`config.mk`:
```
export PLATFORM = sky130hd
export DESIGN_NAME = exu_alu
export DESIGN_NICKNAME = d
export VERILOG_FILES = /design/src/hdl/exu_alu_pkg.sv /design/src/hdl/exu_alu_disp.sv /design/src/hdl/exu_alu_rglr.sv /design/src/hdl/exu_alu_bjp.sv /design/src/hdl/exu_alu_dpath.sv /design/src/hdl/exu_alu_cmt.sv /design/src/hdl/exu_alu.sv
export SDC_FILE = /design/constraint.sdc
export NUM_CORES = 1
export LEC_CHECK = 0
export BUFFER_PORTS_ARGS = -buffer_cell sky130_fd_sc_hd__buf_2
export CAP_MARGIN = 20
export CORE_AREA = 2 2 112 157
export DETAILED_ROUTE_END_ITERATION = 12
export DIE_AREA = 0 0 114 159
export PLACE_DENSITY_LB_ADDON = 0.25
export SLEW_MARGIN = 20
export SYNTH_ARGS = -nofsm -noshare
export SYNTH_HDL_FRONTEND = slang
export SYNTH_SLANG_ARGS = --single-unit
```
`constraint.sdc`:
```
create_clock -name clk -period 5.7 [get_ports clk]
set_input_delay 0.285 -clock clk [delete_from_list [all_inputs] [get_ports clk]]
set_output_delay 0.285 -clock clk [all_outputs]
set_load 0.01 [all_outputs]
```
`src/hdl/exu_alu_pkg.sv`:
```
// Decode-info bit map for the ALU cluster; BJP and regular fields overlap and bit 0 picks the group
`default_nettype none

package exu_alu_pkg;

  //////////////////////////////////////////////////
  // Common
  localparam int INFO_WIDTH   = 12;  // Decode-info vector width
  localparam int INFO_GRP_BJP = 0;   // 1 = branch/jump group

  //////////////////////////////////////////////////
  // Branch/jump group fields
  localparam int INFO_BJP_JUMP  = 1;  // jal or jalr
  localparam int INFO_BJP_BXX   = 2;  // Any conditional branch
  localparam int INFO_BJP_BPRDT = 3;  // Predicted taken
  localparam int INFO_BJP_BEQ   = 4;
  localparam int INFO_BJP_BNE   = 5;
  localparam int INFO_BJP_BLT   = 6;
  localparam int INFO_BJP_BGE   = 7;  // Greater or equal, signed
  localparam int INFO_BJP_BLTU  = 8;
  localparam int INFO_BJP_BGEU  = 9;  // Greater or equal, unsigned

  //////////////////////////////////////////////////
  // Regular group fields
  localparam int INFO_RGLR_OP2IMM = 1;  // Immediate as second operand
  localparam int INFO_RGLR_ADD    = 2;
  localparam int INFO_RGLR_SUB    = 3;
  localparam int INFO_RGLR_SLT    = 4;
  localparam int INFO_RGLR_SLTU   = 5;
  localparam int INFO_RGLR_XOR    = 6;
  localparam int INFO_RGLR_OR     = 7;
  localparam int INFO_RGLR_AND    = 8;
  localparam int INFO_RGLR_SLL    = 9;
  localparam int INFO_RGLR_SRL    = 10;
  localparam int INFO_RGLR_SRA    = 11;  // Arithmetic right shift

endpackage

`default_nettype wire

```
`src/hdl/exu_alu_disp.sv`:
```
// Steers one instruction per cycle by the group bit; i_info must be stable while i_valid is high
`timescale 1ns/1ps
`default_nettype none

module exu_alu_disp
  import exu_alu_pkg::*;
(
  // Upstream handshake
  input  logic                  i_valid,
  input  logic [INFO_WIDTH-1:0] i_info,
  output logic                  i_ready,

  // Regular unit
  output logic                  rglr_i_valid,
  input  logic                  rglr_i_ready,

  // Branch/jump unit
  output logic                  bjp_i_valid,
  input  logic                  bjp_i_ready,

  // Datapath owner
  output logic                  dp_sel_bjp
);

  logic grp_bjp;

  assign grp_bjp = i_info[INFO_GRP_BJP];  // Group decode

  // Only the chosen unit sees valid
  assign bjp_i_valid  = i_valid & grp_bjp;
  assign rglr_i_valid = i_valid & ~grp_bjp;

  // Ready comes back from the same unit
  assign i_ready = grp_bjp ? bjp_i_ready : rglr_i_ready;

  // BJP owns the shared datapath for its instructions
  assign dp_sel_bjp = grp_bjp;

endmodule

`default_nettype wire

```
`src/hdl/exu_alu_rglr.sv`:
```
// Regular ALU ops only; an info vector with no op bit set flags err and leaves wdat undefined
`timescale 1ns/1ps
`default_nettype none

module exu_alu_rglr
  import exu_alu_pkg::*;
#(
  parameter int XLEN = 32
) (
  // Issue handshake
  input  logic                  rglr_i_valid,
  output logic                  rglr_i_ready,
  input  logic [XLEN-1:0]       rglr_i_rs1,
  input  logic [XLEN-1:0]       rglr_i_rs2,
  input  logic [XLEN-1:0]       rglr_i_imm,
  input  logic [INFO_WIDTH-1:0] rglr_i_info,

  // Commit side
  output logic                  rglr_o_valid,
  input  logic                  rglr_o_ready,
  output logic [XLEN-1:0]       rglr_o_wbck_wdat,
  output logic                  rglr_o_wbck_err,

  // Shared datapath request
  output logic [XLEN-1:0]       rglr_req_alu_op1,
  output logic [XLEN-1:0]       rglr_req_alu_op2,
  output logic                  rglr_req_alu_add,
  output logic                  rglr_req_alu_sub,
  output logic                  rglr_req_alu_slt,
  output logic                  rglr_req_alu_sltu,
  output logic                  rglr_req_alu_xor,
  output logic                  rglr_req_alu_or,
  output logic                  rglr_req_alu_and,
  output logic                  rglr_req_alu_sll,
  output logic                  rglr_req_alu_srl,
  output logic                  rglr_req_alu_sra,
  input  logic [XLEN-1:0]       rglr_req_alu_res
);

  logic op2imm;
  logic any_op;

  assign op2imm = rglr_i_info[INFO_RGLR_OP2IMM];

  // Operands
  assign rglr_req_alu_op1 = rglr_i_rs1;
  assign rglr_req_alu_op2 = op2imm ? rglr_i_imm : rglr_i_rs2;

  // One-hot op strobes straight from decode
  assign rglr_req_alu_add  = rglr_i_info[INFO_RGLR_ADD];
  assign rglr_req_alu_sub  = rglr_i_info[INFO_RGLR_SUB];
  assign rglr_req_alu_slt  = rglr_i_info[INFO_RGLR_SLT];
  assign rglr_req_alu_sltu = rglr_i_info[INFO_RGLR_SLTU];
  assign rglr_req_alu_xor  = rglr_i_info[INFO_RGLR_XOR];
  assign rglr_req_alu_or   = rglr_i_info[INFO_RGLR_OR];
  assign rglr_req_alu_and  = rglr_i_info[INFO_RGLR_AND];
  assign rglr_req_alu_sll  = rglr_i_info[INFO_RGLR_SLL];
  assign rglr_req_alu_srl  = rglr_i_info[INFO_RGLR_SRL];
  assign rglr_req_alu_sra  = rglr_i_info[INFO_RGLR_SRA];

  assign any_op = |rglr_i_info[INFO_RGLR_SRA:INFO_RGLR_ADD];  // Op field span

  // Pass-through handshake and combinational result
  assign rglr_o_valid     = rglr_i_valid;
  assign rglr_i_ready     = rglr_o_ready;
  assign rglr_o_wbck_wdat = rglr_req_alu_res;
  assign rglr_o_wbck_err  = ~any_op;  // Illegal encoding

endmodule

`default_nettype wire

```
`src/hdl/exu_alu_bjp.sv`:
```
// Resolves branches and links jumps; no target address here, and PC_SIZE must not exceed XLEN
`timescale 1ns/1ps
`default_nettype none

module exu_alu_bjp
  import exu_alu_pkg::*;
#(
  parameter int XLEN    = 32,
  parameter int PC_SIZE = 32
) (
  // Issue handshake
  input  logic                  bjp_i_valid,
  output logic                  bjp_i_ready,
  input  logic [XLEN-1:0]       bjp_i_rs1,
  input  logic [XLEN-1:0]       bjp_i_rs2,
  input  logic [PC_SIZE-1:0]    bjp_i_pc,
  input  logic [INFO_WIDTH-1:0] bjp_i_info,

  // Commit side
  output logic                  bjp_o_valid,
  input  logic                  bjp_o_ready,
  output logic [XLEN-1:0]       bjp_o_wbck_wdat,  // Link address
  output logic                  bjp_o_wbck_err,
  output logic                  bjp_o_cmt_bjp,
  output logic                  bjp_o_cmt_prdt,   // Predicted taken
  output logic                  bjp_o_cmt_rslv,   // Resolved taken

  // Shared datapath request
  output logic [XLEN-1:0]       bjp_req_alu_op1,
  output logic [XLEN-1:0]       bjp_req_alu_op2,
  output logic                  bjp_req_alu_cmp_eq,
  output logic                  bjp_req_alu_cmp_ne,
  output logic                  bjp_req_alu_cmp_lt,
  output logic                  bjp_req_alu_cmp_ge,
  output logic                  bjp_req_alu_cmp_ltu,
  output logic                  bjp_req_alu_cmp_geu,
  output logic                  bjp_req_alu_add,
  input  logic                  bjp_req_alu_cmp_res,
  input  logic [XLEN-1:0]       bjp_req_alu_add_res
);

  logic jump;
  logic bxx;
  logic [XLEN-1:0] pc_ext;

  assign jump   = bjp_i_info[INFO_BJP_JUMP];
  assign bxx    = bjp_i_info[INFO_BJP_BXX];
  assign pc_ext = XLEN'(bjp_i_pc);  // Zero-extend pc

  // Jump links pc + 4, branch compares rs1 against rs2
  assign bjp_req_alu_op1 = jump ? pc_ext : bjp_i_rs1;
  assign bjp_req_alu_op2 = jump ? XLEN'(4) : bjp_i_rs2;
  assign bjp_req_alu_add = jump;

  assign bjp_req_alu_cmp_eq  = bjp_i_info[INFO_BJP_BEQ];
  assign bjp_req_alu_cmp_ne  = bjp_i_info[INFO_BJP_BNE];
  assign bjp_req_alu_cmp_lt  = bjp_i_info[INFO_BJP_BLT];
  assign bjp_req_alu_cmp_ge  = bjp_i_info[INFO_BJP_BGE];
  assign bjp_req_alu_cmp_ltu = bjp_i_info[INFO_BJP_BLTU];
  assign bjp_req_alu_cmp_geu = bjp_i_info[INFO_BJP_BGEU];

  // Handshake passes through
  assign bjp_o_valid = bjp_i_valid;
  assign bjp_i_ready = bjp_o_ready;

  assign bjp_o_wbck_wdat = bjp_req_alu_add_res;  // Only meaningful for jumps
  assign bjp_o_wbck_err  = ~(jump | bxx);        // Neither kind set
  assign bjp_o_cmt_bjp   = jump | bxx;
  assign bjp_o_cmt_prdt  = bjp_i_info[INFO_BJP_BPRDT];
  assign bjp_o_cmt_rslv  = jump | bjp_req_alu_cmp_res;  // Jumps always taken

endmodule

`default_nettype wire

```
`src/hdl/exu_alu_dpath.sv`:
```
// Single shared datapath; requests are one-hot per owner and results are valid the same cycle
`timescale 1ns/1ps
`default_nettype none

module exu_alu_dpath #(
  parameter int XLEN = 32
) (
  input  logic            dp_sel_bjp,  // 1 = BJP owns the datapath

  // Regular unit request
  input  logic [XLEN-1:0] rglr_req_alu_op1,
  input  logic [XLEN-1:0] rglr_req_alu_op2,
  input  logic            rglr_req_alu_add,
  input  logic            rglr_req_alu_sub,
  input  logic            rglr_req_alu_slt,
  input  logic            rglr_req_alu_sltu,
  input  logic            rglr_req_alu_xor,
  input  logic            rglr_req_alu_or,
  input  logic            rglr_req_alu_and,
  input  logic            rglr_req_alu_sll,
  input  logic            rglr_req_alu_srl,
  input  logic            rglr_req_alu_sra,

  // BJP unit request
  input  logic [XLEN-1:0] bjp_req_alu_op1,
  input  logic [XLEN-1:0] bjp_req_alu_op2,
  input  logic            bjp_req_alu_cmp_eq,
  input  logic            bjp_req_alu_cmp_ne,
  input  logic            bjp_req_alu_cmp_lt,
  input  logic            bjp_req_alu_cmp_ge,
  input  logic            bjp_req_alu_cmp_ltu,
  input  logic            bjp_req_alu_cmp_geu,
  input  logic            bjp_req_alu_add,

  // Results to both units
  output logic [XLEN-1:0] add_res,
  output logic            cmp_res,
  output logic [XLEN-1:0] alu_res
);

  localparam int SHW = $clog2(XLEN);

  logic [XLEN-1:0] op1, op2;
  logic op_add, op_sub, op_slt, op_sltu, op_xor, op_or, op_and, op_sll, op_srl, op_sra;
  logic cmp_eq, cmp_ne, cmp_lt, cmp_ge, cmp_ltu, cmp_geu;
  logic op_unsgn, op_invb;
  logic [XLEN:0] adder_a, adder_b, adder_sum;
  logic lt_flag, eq_flag;
  logic [SHW-1:0] shamt;
  logic [XLEN-1:0] shin, shout, sll_res, sra_mask;

  //////////////////////////////////////////////////
  // Owner mux
  assign op1     = dp_sel_bjp ? bjp_req_alu_op1 : rglr_req_alu_op1;
  assign op2     = dp_sel_bjp ? bjp_req_alu_op2 : rglr_req_alu_op2;
  assign op_add  = dp_sel_bjp ? bjp_req_alu_add : rglr_req_alu_add;
  assign op_sub  = ~dp_sel_bjp & rglr_req_alu_sub;
  assign op_slt  = ~dp_sel_bjp & rglr_req_alu_slt;
  assign op_sltu = ~dp_sel_bjp & rglr_req_alu_sltu;
  assign op_xor  = ~dp_sel_bjp & rglr_req_alu_xor;
  assign op_or   = ~dp_sel_bjp & rglr_req_alu_or;
  assign op_and  = ~dp_sel_bjp & rglr_req_alu_and;
  assign op_sll  = ~dp_sel_bjp & rglr_req_alu_sll;
  assign op_srl  = ~dp_sel_bjp & rglr_req_alu_srl;
  assign op_sra  = ~dp_sel_bjp & rglr_req_alu_sra;
  assign cmp_eq  = dp_sel_bjp & bjp_req_alu_cmp_eq;
  assign cmp_ne  = dp_sel_bjp & bjp_req_alu_cmp_ne;
  assign cmp_lt  = dp_sel_bjp & bjp_req_alu_cmp_lt;
  assign cmp_ge  = dp_sel_bjp & bjp_req_alu_cmp_ge;
  assign cmp_ltu = dp_sel_bjp & bjp_req_alu_cmp_ltu;
  assign cmp_geu = dp_sel_bjp & bjp_req_alu_cmp_geu;

  //////////////////////////////////////////////////
  // Adder with one extra bit so the sign of op1 - op2 never overflows
  assign op_unsgn = op_sltu | cmp_ltu | cmp_geu;  // Zero-extend instead of sign-extend
  assign op_invb  = ~op_add;                      // Every other user subtracts

  assign adder_a   = {~op_unsgn & op1[XLEN-1], op1};
  assign adder_b   = {~op_unsgn & op2[XLEN-1], op2};
  assign adder_sum = adder_a + (op_invb ? ~adder_b : adder_b) + (XLEN+1)'(op_invb);

  assign lt_flag = adder_sum[XLEN];            // op1 < op2
  assign eq_flag = ~|adder_sum[XLEN-1:0];      // Zero difference
  assign add_res = adder_sum[XLEN-1:0];

  assign cmp_res = (cmp_eq & eq_flag) | (cmp_ne & ~eq_flag)
                 | ((cmp_lt | cmp_ltu) & lt_flag)
                 | ((cmp_ge | cmp_geu) & ~lt_flag);

  //////////////////////////////////////////////////
  // Right shifter with left shift by bit reversal around it
  assign shamt    = op2[SHW-1:0];
  assign sra_mask = ~({XLEN{1'b1}} >> shamt);  // Fill bits for sra

  always_comb begin
    for (int i = 0; i < XLEN; i++) begin
      shin[i] = op_sll ? op1[XLEN-1-i] : op1[i];
    end
    shout = shin >> shamt;
    for (int i = 0; i < XLEN; i++) begin
      sll_res[i] = shout[XLEN-1-i];
    end
  end

  // Regular result from one-hot strobes
  assign alu_res = ({XLEN{op_add | op_sub}}   & add_res)
                 | ({XLEN{op_slt | op_sltu}}  & XLEN'(lt_flag))
                 | ({XLEN{op_xor}}            & (op1 ^ op2))
                 | ({XLEN{op_or}}             & (op1 | op2))
                 | ({XLEN{op_and}}            & (op1 & op2))
                 | ({XLEN{op_sll}}            & sll_res)
                 | ({XLEN{op_srl}}            & shout)
                 | ({XLEN{op_sra}}            & (shout | (sra_mask & {XLEN{op1[XLEN-1]}})));

endmodule

`default_nettype wire

```
`src/hdl/exu_alu_cmt.sv`:
```
// One-entry commit register; at most one unit valid per cycle and results held while stalled
`timescale 1ns/1ps
`default_nettype none

module exu_alu_cmt #(
  parameter int XLEN = 32
) (
  input  logic            clk,
  input  logic            rst,

  // Regular unit result
  input  logic            rglr_o_valid,
  input  logic [XLEN-1:0] rglr_o_wbck_wdat,
  input  logic            rglr_o_wbck_err,

  // BJP unit result
  input  logic            bjp_o_valid,
  input  logic [XLEN-1:0] bjp_o_wbck_wdat,
  input  logic            bjp_o_wbck_err,
  input  logic            bjp_o_cmt_bjp,
  input  logic            bjp_o_cmt_prdt,
  input  logic            bjp_o_cmt_rslv,

  output logic            cmt_in_ready,  // Shared by both units

  // Commit output
  output logic            o_valid,
  input  logic            o_ready,
  output logic [XLEN-1:0] o_wbck_wdat,
  output logic            o_wbck_err,
  output logic            o_cmt_bjp,
  output logic            o_cmt_prdt,
  output logic            o_cmt_rslv
);

  logic in_valid;
  logic load;

  assign in_valid     = rglr_o_valid | bjp_o_valid;
  assign cmt_in_ready = ~o_valid | o_ready;  // Empty or draining this edge
  assign load         = in_valid & cmt_in_ready;

  always_ff @(posedge clk) begin
    if (rst) begin
      o_valid <= 1'b0;
    end else if (cmt_in_ready) begin
      o_valid <= in_valid;  // Refill or go empty
    end
  end

  // Payload where regular results carry no branch info
  always_ff @(posedge clk) begin
    if (load) begin
      o_wbck_wdat <= bjp_o_valid ? bjp_o_wbck_wdat : rglr_o_wbck_wdat;
      o_wbck_err  <= bjp_o_valid ? bjp_o_wbck_err : rglr_o_wbck_err;
      o_cmt_bjp   <= bjp_o_valid & bjp_o_cmt_bjp;
      o_cmt_prdt  <= bjp_o_valid & bjp_o_cmt_prdt;
      o_cmt_rslv  <= bjp_o_valid & bjp_o_cmt_rslv;
    end
  end

endmodule

`default_nettype wire

```
`src/hdl/exu_alu.sv`:
```
// ALU cluster top; PC_SIZE must not exceed XLEN and payload must hold while i_valid waits on i_ready
`timescale 1ns/1ps
`default_nettype none

module exu_alu
  import exu_alu_pkg::*;
#(
  parameter int XLEN    = 32,
  parameter int PC_SIZE = 32
) (
  input  logic                  clk,
  input  logic                  rst,

  // Issue
  input  logic                  i_valid,
  output logic                  i_ready,
  input  logic [XLEN-1:0]       i_rs1,
  input  logic [XLEN-1:0]       i_rs2,
  input  logic [XLEN-1:0]       i_imm,
  input  logic [PC_SIZE-1:0]    i_pc,
  input  logic [INFO_WIDTH-1:0] i_info,

  // Commit
  output logic                  o_valid,
  input  logic                  o_ready,
  output logic [XLEN-1:0]       o_wbck_wdat,
  output logic                  o_wbck_err,
  output logic                  o_cmt_bjp,
  output logic                  o_cmt_prdt,
  output logic                  o_cmt_rslv
);

  //////////////////////////////////////////////////
  // Internal nets named after the ports they join
  logic rglr_i_valid, rglr_i_ready, bjp_i_valid, bjp_i_ready, dp_sel_bjp, cmt_in_ready;
  logic rglr_o_valid, rglr_o_wbck_err;
  logic bjp_o_valid, bjp_o_wbck_err, bjp_o_cmt_bjp, bjp_o_cmt_prdt, bjp_o_cmt_rslv;
  logic [XLEN-1:0] rglr_o_wbck_wdat, bjp_o_wbck_wdat;
  logic [XLEN-1:0] rglr_req_alu_op1, rglr_req_alu_op2, bjp_req_alu_op1, bjp_req_alu_op2;
  logic rglr_req_alu_add, rglr_req_alu_sub, rglr_req_alu_slt, rglr_req_alu_sltu;
  logic rglr_req_alu_xor, rglr_req_alu_or, rglr_req_alu_and;
  logic rglr_req_alu_sll, rglr_req_alu_srl, rglr_req_alu_sra;
  logic bjp_req_alu_cmp_eq, bjp_req_alu_cmp_ne, bjp_req_alu_cmp_lt, bjp_req_alu_cmp_ge;
  logic bjp_req_alu_cmp_ltu, bjp_req_alu_cmp_geu, bjp_req_alu_add;
  logic [XLEN-1:0] add_res, alu_res;
  logic cmp_res;

  exu_alu_disp exu_alu_disp_i (.*);  // Group steering

  exu_alu_rglr #(.XLEN(XLEN)) exu_alu_rglr_i (
    .rglr_i_rs1       (i_rs1),
    .rglr_i_rs2       (i_rs2),
    .rglr_i_imm       (i_imm),
    .rglr_i_info      (i_info),
    .rglr_o_ready     (cmt_in_ready),
    .rglr_req_alu_res (alu_res),
    .*
  );

  exu_alu_bjp #(.XLEN(XLEN), .PC_SIZE(PC_SIZE)) exu_alu_bjp_i (
    .bjp_i_rs1           (i_rs1),
    .bjp_i_rs2           (i_rs2),
    .bjp_i_pc            (i_pc),
    .bjp_i_info          (i_info),
    .bjp_o_ready         (cmt_in_ready),
    .bjp_req_alu_cmp_res (cmp_res),
    .bjp_req_alu_add_res (add_res),
    .*
  );

  exu_alu_dpath #(.XLEN(XLEN)) exu_alu_dpath_i (.*);  // Shared adder and shifter

  exu_alu_cmt #(.XLEN(XLEN)) exu_alu_cmt_i (.*);      // Commit register

endmodule

`default_nettype wire

```
==> Word-level counts from Yosys, hierarchy flattened <==
Index checks and enable logic that the tools add are counted.
{ "totals": {"ff_bits": 37, "latch_bits": 0, "ram_bits": 0, "mem_bits_ro": 0, "elab_cells": 123, "mem_count": 0} }
{ "op_classes": {"addsub": 2, "n_mul": 0, "div": 0, "magnitude_cmp": 0, "n_eq_ne": 0, "shift": 2, "n_mux": 41, "bitwise": 69, "reduce_logical": 3} }
{ "op_table": {"columns": ["operator", "n"], "rows": [
  ["$and 32x32->32", 9],
  ["$or 32x32->32", 9],
  ["$mux 32", 6],
  ["$mux 1", 34],
  ["$add 33x1->33", 1],
  ["$add 33x33->33", 1],
  ["$mux 33", 1],
  ["$not 33->33", 1],
  ["$and 32x1->32", 1],
  ["$not 32->32", 1],
  ["$reduce_or 32->1", 1],
  ["$shr 32x5->32", 1],
  ["$shr 32x5->32 const A", 1],
  ["$xor 32x32->32", 1],
  ["$and 1x1->1", 27],
  ["$or 1x1->1", 13],
  ["$reduce_or 10->1", 1],
  ["$not 1->1", 7],
  ["$logic_not 1->1", 1]
]} }

==> Longest topological paths before layout <==
Gate-level depths: netlist of run 1.
{ "depth": {"depth_word": 19, "ltp_mapped": 20, "depth_no_buf": 16} }

==> Modules after synthesis <==
A second synthesis of run 1 with hierarchy kept.
{ "hier_totals": {"hier_cells": 1411, "hier_area_um2": 11090.6} }
{ "by_module_without_submodules": {"columns": ["mod", "instances", "cells_per_inst", "area_each_um2", "seq_area_each_um2"], "rows": [
  ["exu_alu_dpath", 1, 1095, 7518.5, 0.0],
  ["exu_alu_cmt", 1, 81, 1609.0, 1101.1],
  ["exu_alu_rglr", 1, 115, 980.9, 0.0],
  ["exu_alu_bjp", 1, 116, 943.4, 0.0],
  ["exu_alu_disp", 1, 4, 38.8, 0.0]
]} }

==> Worst setup path after synthesis of run 1 <==
Ideal clock, no wire load.
{ "synth_timing": {"path_type": "input -> register", "from": "input port i_info[1]", "to": "register exu_alu_cmt_i.o_cmt_rslv (data pin)", "arrival_ns": 4.339, "required_ns": 5.437, "setup_slack_ns": 1.098, "path_stages": 20, "cell_sequence": "and2_1 buf_6 buf_8 buf_6 clkbuf_1 a21oi_1 clkbuf_1 xnor2_1 ha_1 buf_2 a211oi_1 o21bai_1 a22oi_1 and2_1 a211oi_2 or3_1 a2111oi_0 nand4_1 nor4b_1 nor3_1"} }
{ "synth_via": {"elab_chain_len": 14} }
{ "synth_lines": {"columns": ["item", "line", "text"], "rows": [
  ["start, declared", "exu_alu.sv:21", "input logic [INFO_WIDTH-1:0] i_info,"],
  ["$mux 32 (on tied branches)", "exu_alu_rglr.sv:47, exu_alu_bjp.sv:52", null],
  ["$mux 32", "exu_alu_dpath.sv:55", "assign op2 = dp_sel_bjp ? bjp_req_alu_op2 : rglr_req_alu_op2;"],
  ["$not 33->33", "exu_alu_dpath.sv:80", "assign adder_sum = adder_a + (op_invb ? ~adder_b : adder_b) + (XLEN+1)'(op_invb);"],
  ["$mux 33", "exu_alu_dpath.sv:80", null],
  ["$add 33x33->33", "exu_alu_dpath.sv:80", null],
  ["$add 33x1->33", "exu_alu_dpath.sv:80", null],
  ["$reduce_or 32->1", "exu_alu_dpath.sv:83", "assign eq_flag = ~|adder_sum[XLEN-1:0];"],
  ["$logic_not 1->1", "exu_alu_dpath.sv:83", null],
  ["$and 1x1->1", "exu_alu_dpath.sv:86", "assign cmp_res = (cmp_eq & eq_flag) | (cmp_ne & ~eq_flag)"],
  ["$or 1x1->1", "exu_alu_dpath.sv:86", null],
  ["$or 1x1->1", "exu_alu_dpath.sv:87", "| ((cmp_lt | cmp_ltu) & lt_flag)"],
  ["$or 1x1->1", "exu_alu_dpath.sv:88", "| ((cmp_ge | cmp_geu) & ~lt_flag);"],
  ["$or 1x1->1 (*)", "exu_alu_bjp.sv:70", "assign bjp_o_cmt_rslv = jump | bjp_req_alu_cmp_res;"],
  ["$and 1x1->1 (*)", "exu_alu_cmt.sv:58", "o_cmt_rslv <= bjp_o_valid & bjp_o_cmt_rslv;"],
  ["end signal, assigned", "exu_alu_cmt.sv:58", null],
  ["end, declared", "exu_alu_cmt.sv:33", "output logic o_cmt_rslv"]
]} }
Every way passes the cells marked *; elsewhere a longest branch is shown, timed or not.
A chain may end at the register's enable or synchronous reset.

==> Worst setup path in the final report of run 1 <==
Same ends and word-level chain as after synthesis.

==> flow_summary.toml, run 1 <==
[pwr]
pwr-share-seq_pct = 15.5
power.density_nw_per_um2 = 222
p_int_uw = 1150
p_switching_uw = 1240
clkPwrFrac_pct = 11.8
p_comb_share_pct = 72.7
switching_share_pct = 51.9
ir_drop_v = 0.000125
p_leak_uw = 0.00493

[floorplan]
initial_core_util_pct = 57.8
design.core.area_um2 = 16700
die_h_um = 159
dieArea_um2 = 18100
core.rowCount = 56
io-pin-count = 182
die_x_um = 114

[yosys]
syn-num-nets = 1539
yosysWarnings = 0
synth_seq_cells = 37
synth_top_area_share_pct = 12.3
async_flop_share_pct = 0
synth_edf_count = 36
ys_top_cells_by_area = "ha_1, edfxtp_1, nand2_1"
syn_area_per_cell_um2 = 7.42
synth_flop_cell = "edfxtp_1"
netlist_top_cells_count = "nand2_1, a21oi_1, ha_1"
ys_types = 87
synthCells = 1299
synthesis.area_um2 = 9640
yosysTopAreaCell = "ha_1"
synth_most_common_cell = "nand2_1"
seq_area_frac_synth_pct = 11.4

[route]
wl_per_cell_um = 25.4
avgViaCountPerCell = 6.98
drtIter0Drc = 1618
drtPass1Iterations = 10
detail-route-antenna-nets = 0
dr_total_vias = 11400
routed_wl_um = 41400
drc = 0

[global_route]
grt_pass1_wl_um = 62000
grt-ovfl-total = 0
grt_max_degree = 53
grt_antenna_before_repair = 1
grt_usage_pct = 44.6
grt_pass1_vias = 10700

[sta]
setup_viol = 0
fmax_mhz = 206
worst_pin_slew_ns = 1.11
fin_skew_ns = 0.00330
timing.setup.tns_ns = 0
fin_crit_ns = 4.86
fin_hold_ws_ns = 0.160
period_share_pct = 85.2
relSlewSlack_pct = 25.3
rsz0062_at_grt = "no"
final-hold-violation-count = 0
finalMaxSlewViolations = 0

[layout]
fill_cells = 1525
antenna_cells = 0
drive_above_1_share_pct = 19.6
fin_nets = 1664
multi_input_area_um2 = 7850
seq_area_um2 = 1100
area_growth_pct = 12.0

[clock_network]
cts_tree = "yes"
htree_levels = 2
clock_latency_ns = 0.29
cts_hold_buf = 0
cts-buffers-inserted = 5
cts_buffer_depth = 2
root_buffer = "clkbuf_16"
path_clk_slew_ns = 0.06
clock-sinks = 37
cts_resized = 0
post_cts_buffers = 0

[place]
hpwl_um = 33900
portBuffers = 181
gp_congestion = 1.07

[hold_path]
min_delay_path_depth = 2
hp-start = "rst"
min_path_type = "in2reg"

[worst_setup_path]
cp.required_ns = 5.71
worstSetupPathType = "in2reg"
startpoint_type = "input port"
ff2ff_path_depth = 3
endpoint_kind = "flop"
crit_arrival_ns = 4.87
reg2reg_from = "exu_alu_cmt_i.o_valid"
critPathMaxFanout = 25
crit_start = "i_info[1]"

[flow_run]
drv_cap = 0

[outcome]
outcome = "finished clean"
## power groups by stage
stage	Sequential (uW)	Combinational (uW)	Clock, uW
final	371	1740	282
after global routing	376	1840	291
after CTS	372	1670	281
after detailed placement	377	1660	0
after global placement	375	1650	0
after floorplan	401	1090	0
## layer usage
metal	GRT usage, %	share of wire (%)
met1	52.0	34
met2	71.6	45
met3	7.12	10
met4	35.3	10
met5	0	0
## placed cells by master (no fill, tap or decap), types with 6 or more instances in the layout
master | Yosys | final
a211oi_1 | 12 | 12
a21o_1 | 24 | 24
a21oi_1 | 114 | 112
a221oi_1 | 11 | 11
a22oi_1 | 23 | 23
a31oi_1 | 17 | 17
and2_1 | 16 | 15
and3_1 | 12 | 12
buf_2 | 18 | 181
buf_4 | 7 | 29
edfxtp_1 | 36 | 36
ha_1 | 95 | 95
inv_1 | 73 | 73
mux2_2 | 7 | 7
mux2i_1 | 71 | 71
mux4_2 | 25 | 25
nand2_1 | 192 | 192
nand2b_1 | 8 | 8
nand3_1 | 27 | 27
nand4_1 | 11 | 11
nor2_1 | 62 | 62
nor2b_1 | 37 | 33
nor3_1 | 24 | 24
o2111ai_1 | 8 | 8
o211ai_1 | 15 | 15
o21a_1 | 17 | 17
o21ai_0 | 82 | 81
o21bai_1 | 6 | 6
o221ai_1 | 17 | 17
o22ai_1 | 6 | 6
or3_1 | 9 | 9
xnor2_1 | 44 | 44
xor2_1 | 7 | 7
## worst paths after layout
kind	end	slack, ns
hold / removal	exu_alu_cmt_i.o_valid	0.16
hold reg to reg	exu_alu_cmt_i.o_valid	0.55
setup reg to reg	exu_alu_cmt_i.o_wbck_wdat[5]	4.30
setup / recovery	exu_alu_cmt_i.o_cmt_rslv	0.84
## metrics by stage
stage          power [uW]  std cells  cell area, um2  utilization [%]  setup WS, ns
2_1_floorplan        1490       1299            9640                -          1.10
3_3_place_gp         2020       1620           10600             63.8         0.846
3_5_place_dp         2040       1620           10600             63.8         0.696
4_1_cts              2320       1628           10800             64.7          1.00
5_1_grt              2510       1628           10800             64.7         0.552
6_report             2400       1628           10800             64.7         0.841
## cell type report
cell class / instances / area share [%]
clock buffers: 6 / 1.29
clock inverters: 2 / 0.128
inverters: 78 / 2.71
multi-input cells: 1091 / 72.7
flip-flops and latches: 37 / 10.2
well taps: 203 / 2.35
repair buffers: 211 / 10.6
## sequential cells by signal (all words and copies together), names as in the netlist
name                       cells
exu_alu_cmt_i.o_valid          1
exu_alu_cmt_i.o_wbck_wdat     32
exu_alu_cmt_i.o_cmt_bjp        1
exu_alu_cmt_i.o_cmt_prdt       1
exu_alu_cmt_i.o_cmt_rslv       1
exu_alu_cmt_i.o_wbck_err       1
## critical path, stage by stage
cell       delay, ns
buf_2           0.38
nand2_1         0.66
nand2_1         0.24
nand2_1         0.11
ha_1            0.44
a211oi_1        0.42
o21bai_1        0.31
a22oi_1         0.29
and2_1          0.23
a211oi_2        0.10
or3_1           0.34
a2111oi_0       0.44
nand4_1         0.22
nor4b_1         0.29
nor3_1          0.09
## kinds of logic after synthesis
| logic type | after synthesis | share of synthesized area (%) |
|---|---|---|
| muxes | 104 | 14.3 |
| and+or+nand+nor | 425 | 21.1 |
| xor gates and xnor gates | 51 | 4.63 |
| AOI/OAI and AO/OA | 415 | 28.5 |
| adders and majority gates | 96 | 12.5 |
| buffers and inverters | 171 | 7.52 |
| DFF | 37 | 11.4 |
Note: power is estimated with default switching activity, not from simulation.
==> inputs of run 2 (changes only) <==
--- a/config.mk
+++ b/config.mk
@@ -7,9 +7,9 @@
 export LEC_CHECK = 0
 export BUFFER_PORTS_ARGS = -buffer_cell sky130_fd_sc_hd__buf_2
 export CAP_MARGIN = 20
-export CORE_AREA = 2 2 112 157
+export CORE_AREA = 2 2 127 179
 export DETAILED_ROUTE_END_ITERATION = 12
-export DIE_AREA = 0 0 114 159
+export DIE_AREA = 0 0 129 181
 export PLACE_DENSITY_LB_ADDON = 0.25
 export SLEW_MARGIN = 20
 export SYNTH_ARGS = -nofsm -noshare
==> run 2 against run 1 <==
Compared with the run above: cell area rose by 2.8%; worst hold slack got worse by 0.0072 ns; critical path depth rose by 3; maximum frequency rose by 3.7%; final cell count rose by 7.0%; core utilization fell by 14 points; via count fell by 0.48%; setup slack improved by 0.17 ns; clock power rose by 12%; first-iteration DRC count fell by 20%; sequential cell count did not move; critical endpoint unchanged; largest cell class unchanged.
==> flow_summary.toml, run 2 (synthesis gave the netlist of run 1 again) <==
[route]
detail-route-antenna-nets = 0
wl_per_cell_um = 25.6
drtIter0Drc = 1300
drtPass1Iterations = 7
drc = 0
dr_total_vias = 11300
avgViaCountPerCell = 6.49
routed_wl_um = 44700

[floorplan]
die_x_um = 129
dieArea_um2 = 23300
die_h_um = 181
design.core.area_um2 = 21700
core.rowCount = 64
initial_core_util_pct = 44.4
io-pin-count = 182

[layout]
largest_register_ff_count = 32
final_common_cell = "nand2_1"
layout_common_cells = "nand2_1, buf_2, a21oi_1, ha_1, o21ai_0"
antenna_cells = 0
fin_nets = 1684
drive_above_1_share_pct = 20.8
top_register = "exu_alu_cmt_i.o_wbck_wdat"
area_growth_pct = 15.1
fin_cells = 1742

[global_route]
grt-ovfl-total = 0
grt_usage_pct = 37.6
grt_pass1_vias = 10500
grt_pass1_wl_um = 66300
grt_max_degree = 42
grt_antenna_before_repair = 0

[clock_network]
post_cts_buffers = 0
cts_buffer_depth = 2
cts_hold_buf = 0
cts-buffers-inserted = 5
clock_latency_ns = 0.28
htree_levels = 2
cts_tree = "yes"
cts_resized = 0
clock-sinks = 37
root_buffer = "clkbuf_16"
path_clk_slew_ns = 0.06

[sta]
setup_viol = 0
fin_crit_ns = 4.69
period_share_pct = 82.2
fin_skew_ns = 0.00671
timing.setup.tns_ns = 0
finalMaxSlewViolations = 0
worst_pin_slew_ns = 0.966
final-hold-violation-count = 0
relSlewSlack_pct = 35.3
fmax_mhz = 213
rsz0062_at_grt = "no"

[worst_setup_path]
ff2ff_path_depth = 3
endpoint_kind = "flop"
cpMaxStageDelayCell = "nor4b_1"
worstSetupPathType = "in2reg"
cp.required_ns = 5.73
critPathMaxFanout = 15
cp_cell_sequence = "buf_2 -> nor2b_2 -> buf_4 -> nand2_1 -> o21a_1 -> xnor2_1 -> inv_1 -> fa_1 -> nand2b_1 -> a21o_1 -> a21oi_1 -> nor2_1 -> nor4b_1 -> nand4_1 -> nor4_2 -> nand4_1 -> nor4b_1 -> nor3_1"
crit_arrival_ns = 4.72
cp_slowest_stage_delay_ns = 0.42
startpoint_type = "input port"

[place]
gp_congestion = 1.02
hpwl_um = 36300
portBuffers = 181
dp.cells = 1734

[hold_path]
min_delay_path_depth = 2
min_path_type = "in2reg"

[pwr]
ir_drop_v = 0.000144
power.density_nw_per_um2 = 225
p_leak_uw = 0.00505

[outcome]
outcome = "finished clean"

[flow_run]
drv_cap = 0
## run 2: layout make-up
cell class | count | area (um2)
multi-input cells | 1091 | 7850
repair buffers | 231 | 1310
clock inverters | 3 | 43.8
well taps | 297 | 372
flip-flops and latches | 37 | 1100
fillers | 2201 | 10600
clock buffers | 5 | 125
inverters | 78 | 293
## run 2: path summary, 6_finish.rpt
check	startpoint	endpoint	slack [ns]
min	rst	exu_alu_cmt_i.o_valid	0.15
max	i_info[1]	exu_alu_cmt_i.o_cmt_rslv	1.01
max reg2reg	exu_alu_cmt_i.o_valid	exu_alu_cmt_i.o_wbck_wdat[14]	4.38
min reg2reg	exu_alu_cmt_i.o_valid	exu_alu_cmt_i.o_valid	0.51
## run 2: critical path: cells and delay by family
| family | cells | cell delay [ns] |
|---|---|---|
| AND/OR/NAND/NOR | 10 | 2.46 |
| AO/OA/AOI/OAI | 3 | 0.66 |
| buffers and inverters | 3 | 0.59 |
| adder cells (fa/ha/maj) | 1 | 0.40 |
| XOR/XNOR | 1 | 0.29 |
## run 2: power by group
part | internal [uW] | switching (uW)
combinational | 649 | 1160
clock | 207 | 110
sequential | 362 | 8.32
total | 1220 | 1270
## run 2: metrics by stage
stage	instance area (um2)	setup WS [ns]	util (%)	hold WS, ns	power [uW]
floorplan	9640	1.10	-	0.354	1490
global placement	10900	0.892	50.3	0.444	2110
detailed placement	10900	0.868	50.3	0.452	2110
CTS	11100	1.16	51.1	0.151	2430
global route	11100	0.682	51.1	0.165	2620
finish	11100	1.01	51.1	0.153	2490
## run 2: per-layer routing
metal / vias up / global-route usage [%] / share of wire (%)
met3: 165 / 3.49 / 7.3
li1: 5083 / - / -
met5: - / 0 / 0
met2: 694 / 63.3 / 47
met4: 0 / 23.3 / 8.1
met1: 5372 / 45.7 / 37
==> inputs of run 3 (changes only) <==
--- a/config.mk
+++ b/config.mk
@@ -5,11 +5,12 @@
 export SDC_FILE = /design/constraint.sdc
 export NUM_CORES = 1
 export LEC_CHECK = 0
+export ABC_AREA = 1
 export BUFFER_PORTS_ARGS = -buffer_cell sky130_fd_sc_hd__buf_2
 export CAP_MARGIN = 20
-export CORE_AREA = 2 2 127 179
+export CORE_AREA = 2 2 125 176
 export DETAILED_ROUTE_END_ITERATION = 12
-export DIE_AREA = 0 0 129 181
+export DIE_AREA = 0 0 127 178
 export PLACE_DENSITY_LB_ADDON = 0.25
 export SLEW_MARGIN = 20
 export SYNTH_ARGS = -nofsm -noshare
==> constraint.sdc (replaced) <==
create_clock -name clk -period 4.05 [get_ports clk]
set_input_delay 0.2025 -clock clk [delete_from_list [all_inputs] [get_ports clk]]
set_output_delay 0.2025 -clock clk [all_outputs]
set_load 0.01 [all_outputs]
==> run 3 against run 2 <==
Compared with the run above: sequential cell count is the same; sequential power grew 41%; synthesized cell count grew 27%; largest cell class unchanged.
==> flow_summary.toml, run 3 <==
[outcome]
outcome = "finished clean"

[clock_network]
path_clk_slew_ns = 0.06
post_cts_buffers = 0
root_buffer = "clkbuf_16"
htree_levels = 2
clock-sinks = 37
cts_buffer_depth = 2
clock_latency_ns = 0.28
cts-buffers-inserted = 5
cts_tree = "yes"

[worst_setup_path]
cp_slowest_stage_delay_ns = 0.52
cp_cell_sequence = "buf_2 -> inv_4 -> nand2_4 -> buf_4 -> o21ai_0 -> xor2_1 -> ha_1 -> nand2_1 -> nor2_1 -> inv_1 -> nor2_1 -> nand4_1 -> nand3_1 -> nand2_1 -> nand2_1 -> inv_1 -> nor2_1 -> nand3b_1 -> nor2_1 -> nand3_1 -> nand2_1 -> nand3_1 -> nand2_1 -> inv_1"
crit_start = "i_info[0]"
critPathMaxFanout = 18
worstSetupPathType = "in2reg"
cpMostUsedCell = "nand2_1"
reg2reg_from = "exu_alu_cmt_i.o_valid"
cp.required_ns = 4.09
endpoint_kind = "flop"
crit_arrival_ns = 3.77
cpMaxStageDelayCell = "o21ai_0"
startpoint_type = "input port"

[route]
drc = 0
routed_wl_um = 48700
drtIter0Drc = 1274
dr_total_vias = 12300
wl_per_cell_um = 23.0
drtPass1Iterations = 5
avgViaCountPerCell = 5.80
detail-route-antenna-nets = 0

[yosys]
ys_top_cells_by_area = "nand2_1, ha_1, edfxtp_1"
synth_flop_cell = "edfxtp_1"
synth_compound_area_share_pct = 22.5
synth_edf_count = 36
post_synth_and_or_nand_nor_area_fraction_pct = 34.9
synth_most_common_cell = "nand2_1"
netlist_top_cells_count = "nand2_1, inv_1, o21ai_0"
synthXorXnorAreaFrac_pct = 3.67
seq_area_frac_synth_pct = 11.8
synthCells = 1649
yosysWarnings = 0
synthMuxAreaShare_pct = 0.645
syn-num-nets = 1889
syn_area_per_cell_um2 = 5.65
synthesis.area_um2 = 9320
async_flop_share_pct = 0
yosysTopAreaCell = "nand2_1"
synth_seq_cells = 37
synth_top_family_by_area = "simple AND/OR/NAND/NOR gates"
ys_types = 48
synth_fa_ha_area_share_pct = 13.0
synth_top_area_share_pct = 21.4

[pwr]
p_leak_uw = 0.00581
ir_drop_v = 0.000253
power.density_nw_per_um2 = 324

[global_route]
grt_pass1_vias = 11900
grt_usage_pct = 42.5
grt_pass1_wl_um = 71300
grt-ovfl-total = 0
grt_max_degree = 39
grt_antenna_before_repair = 2

[sta]
setup_viol = 0
rsz0062_at_grt = "no"
final.setup.worst_slack_ns = 0.323
period_share_pct = 92.0
worst_pin_slew_ns = 1.11
relSlewSlack_pct = 26.1
timing.setup.tns_ns = 0
final-hold-violation-count = 0
finalMaxSlewViolations = 0
fin_skew_ns = 0.00337
fmax_mhz = 268
fin_hold_ws_ns = 0.0753
fin_crit_ns = 3.73

[layout]
area_growth_pct = 18.7
seq_area_um2 = 1100
top_register = "exu_alu_cmt_i.o_wbck_wdat"
antenna_cells = 0
largest_register_ff_count = 32
multi_input_area_um2 = 6980
final_common_cell = "nand2_1"
fin_cells = 2119
fill_cells = 2291
drive_above_1_share_pct = 16.6
layout_common_cells = "nand2_1, inv_1, buf_2, o21ai_0, nor2_1"
fin_nets = 2098
utilization_pct = 52.8

[floorplan]
dieArea_um2 = 22600
core.rowCount = 63
io-pin-count = 182
initial_core_util_pct = 44.4
die_h_um = 178
die_x_um = 127
design.core.area_um2 = 21000

[place]
portBuffers = 181
gp_congestion = 1.11
pre_cts_ws_ns = 0.0787
dp.cells = 2111
hpwl_um = 41100

[hold_path]
hp-start = "rst"
min_path_type = "in2reg"

[flow_run]
drv_cap = 0
==> run 3: cell types whose count changed in the layout (fill, tap and decap cells not counted), sizes merged, moves of 64 or more <==
cell   before  now
inv        76  238
mux2i      72    6
nand2     192  537
nand3      27   98
nor2       62  126
o21ai      88  208
==> run 3: where the power goes <==
part           leakage, uW  internal [uW]  total [uW]  switching (uW)
registers         0.000346            507         520            13.7
logic              0.00538            830        2630            1800
clock network    0.0000775            288         435             147
total              0.00581           1620        3590            1960
==> run 3: cells by family after synthesis <==
kind of cell	after synthesis
AO/OA/AOI/OAI	362
XOR/XNOR	39
adder cells (fa/ha/maj)	96
buffers and inverters	308
flip-flops	37
multiplexers	6
AND/OR/NAND/NOR	801
==> run 3: worst paths after layout <==
| path | to | cells past startpoint | slack [ns] |
|---|---|---|---|
| max | exu_alu_cmt_i.o_cmt_rslv | 24 | 0.32 |
| min | exu_alu_cmt_i.o_valid | 2 | 0.08 |
| max reg2reg | exu_alu_cmt_i.o_wbck_wdat[25] | 1 | 2.45 |
| min reg2reg | exu_alu_cmt_i.o_valid | 2 | 0.55 |
==> run 3: timing repair <==
action                                  in CTS  in global routing
hold buffers                                 0                  0
resized for setup                            0                  3
endpoints found under the hold margin        0                  0
endpoints found under the setup margin       0                  1
==> run 3: cell type report <==
cell class	instances	area share, %
multi-input combinational	1304	63.1
clock buffer	5	1.13
tap	260	2.94
clock inverter	3	0.373
sequential	37	9.95
timing repair buffer	271	14.4
inverter	239	8.13
==> run 3: per-stage QoR <==
step | instance area, um2 | power, uW
6_report | 11100 | 3590
5_1_grt | 11100 | 3790
4_1_cts | 11100 | 3490
3_5_place_dp | 10900 | 3060
3_3_place_gp | 10900 | 3060
2_1_floorplan | 9320 | 1970
==> run 3: critical path: cells and delay by family <==
kind | cells | cell delay [ns]
AOI/OAI and AO/OA | 1 | 0.52
xor gates and xnor gates | 1 | 0.14
buffers and inverters | 6 | 0.69
and+or+nand+nor | 15 | 1.77
adders and majority gates | 1 | 0.43
==> run 3: per-layer routing <==
layer / vias up / global-route usage (%) / wire, um
met2: 690 / 73.1 / 22900
met5: - / 0 / 24
met1: 5519 / 44.1 / 16400
met4: 4 / 39.0 / 5610
li1: 5839 / - / -
met3: 243 / 6.99 / 3820
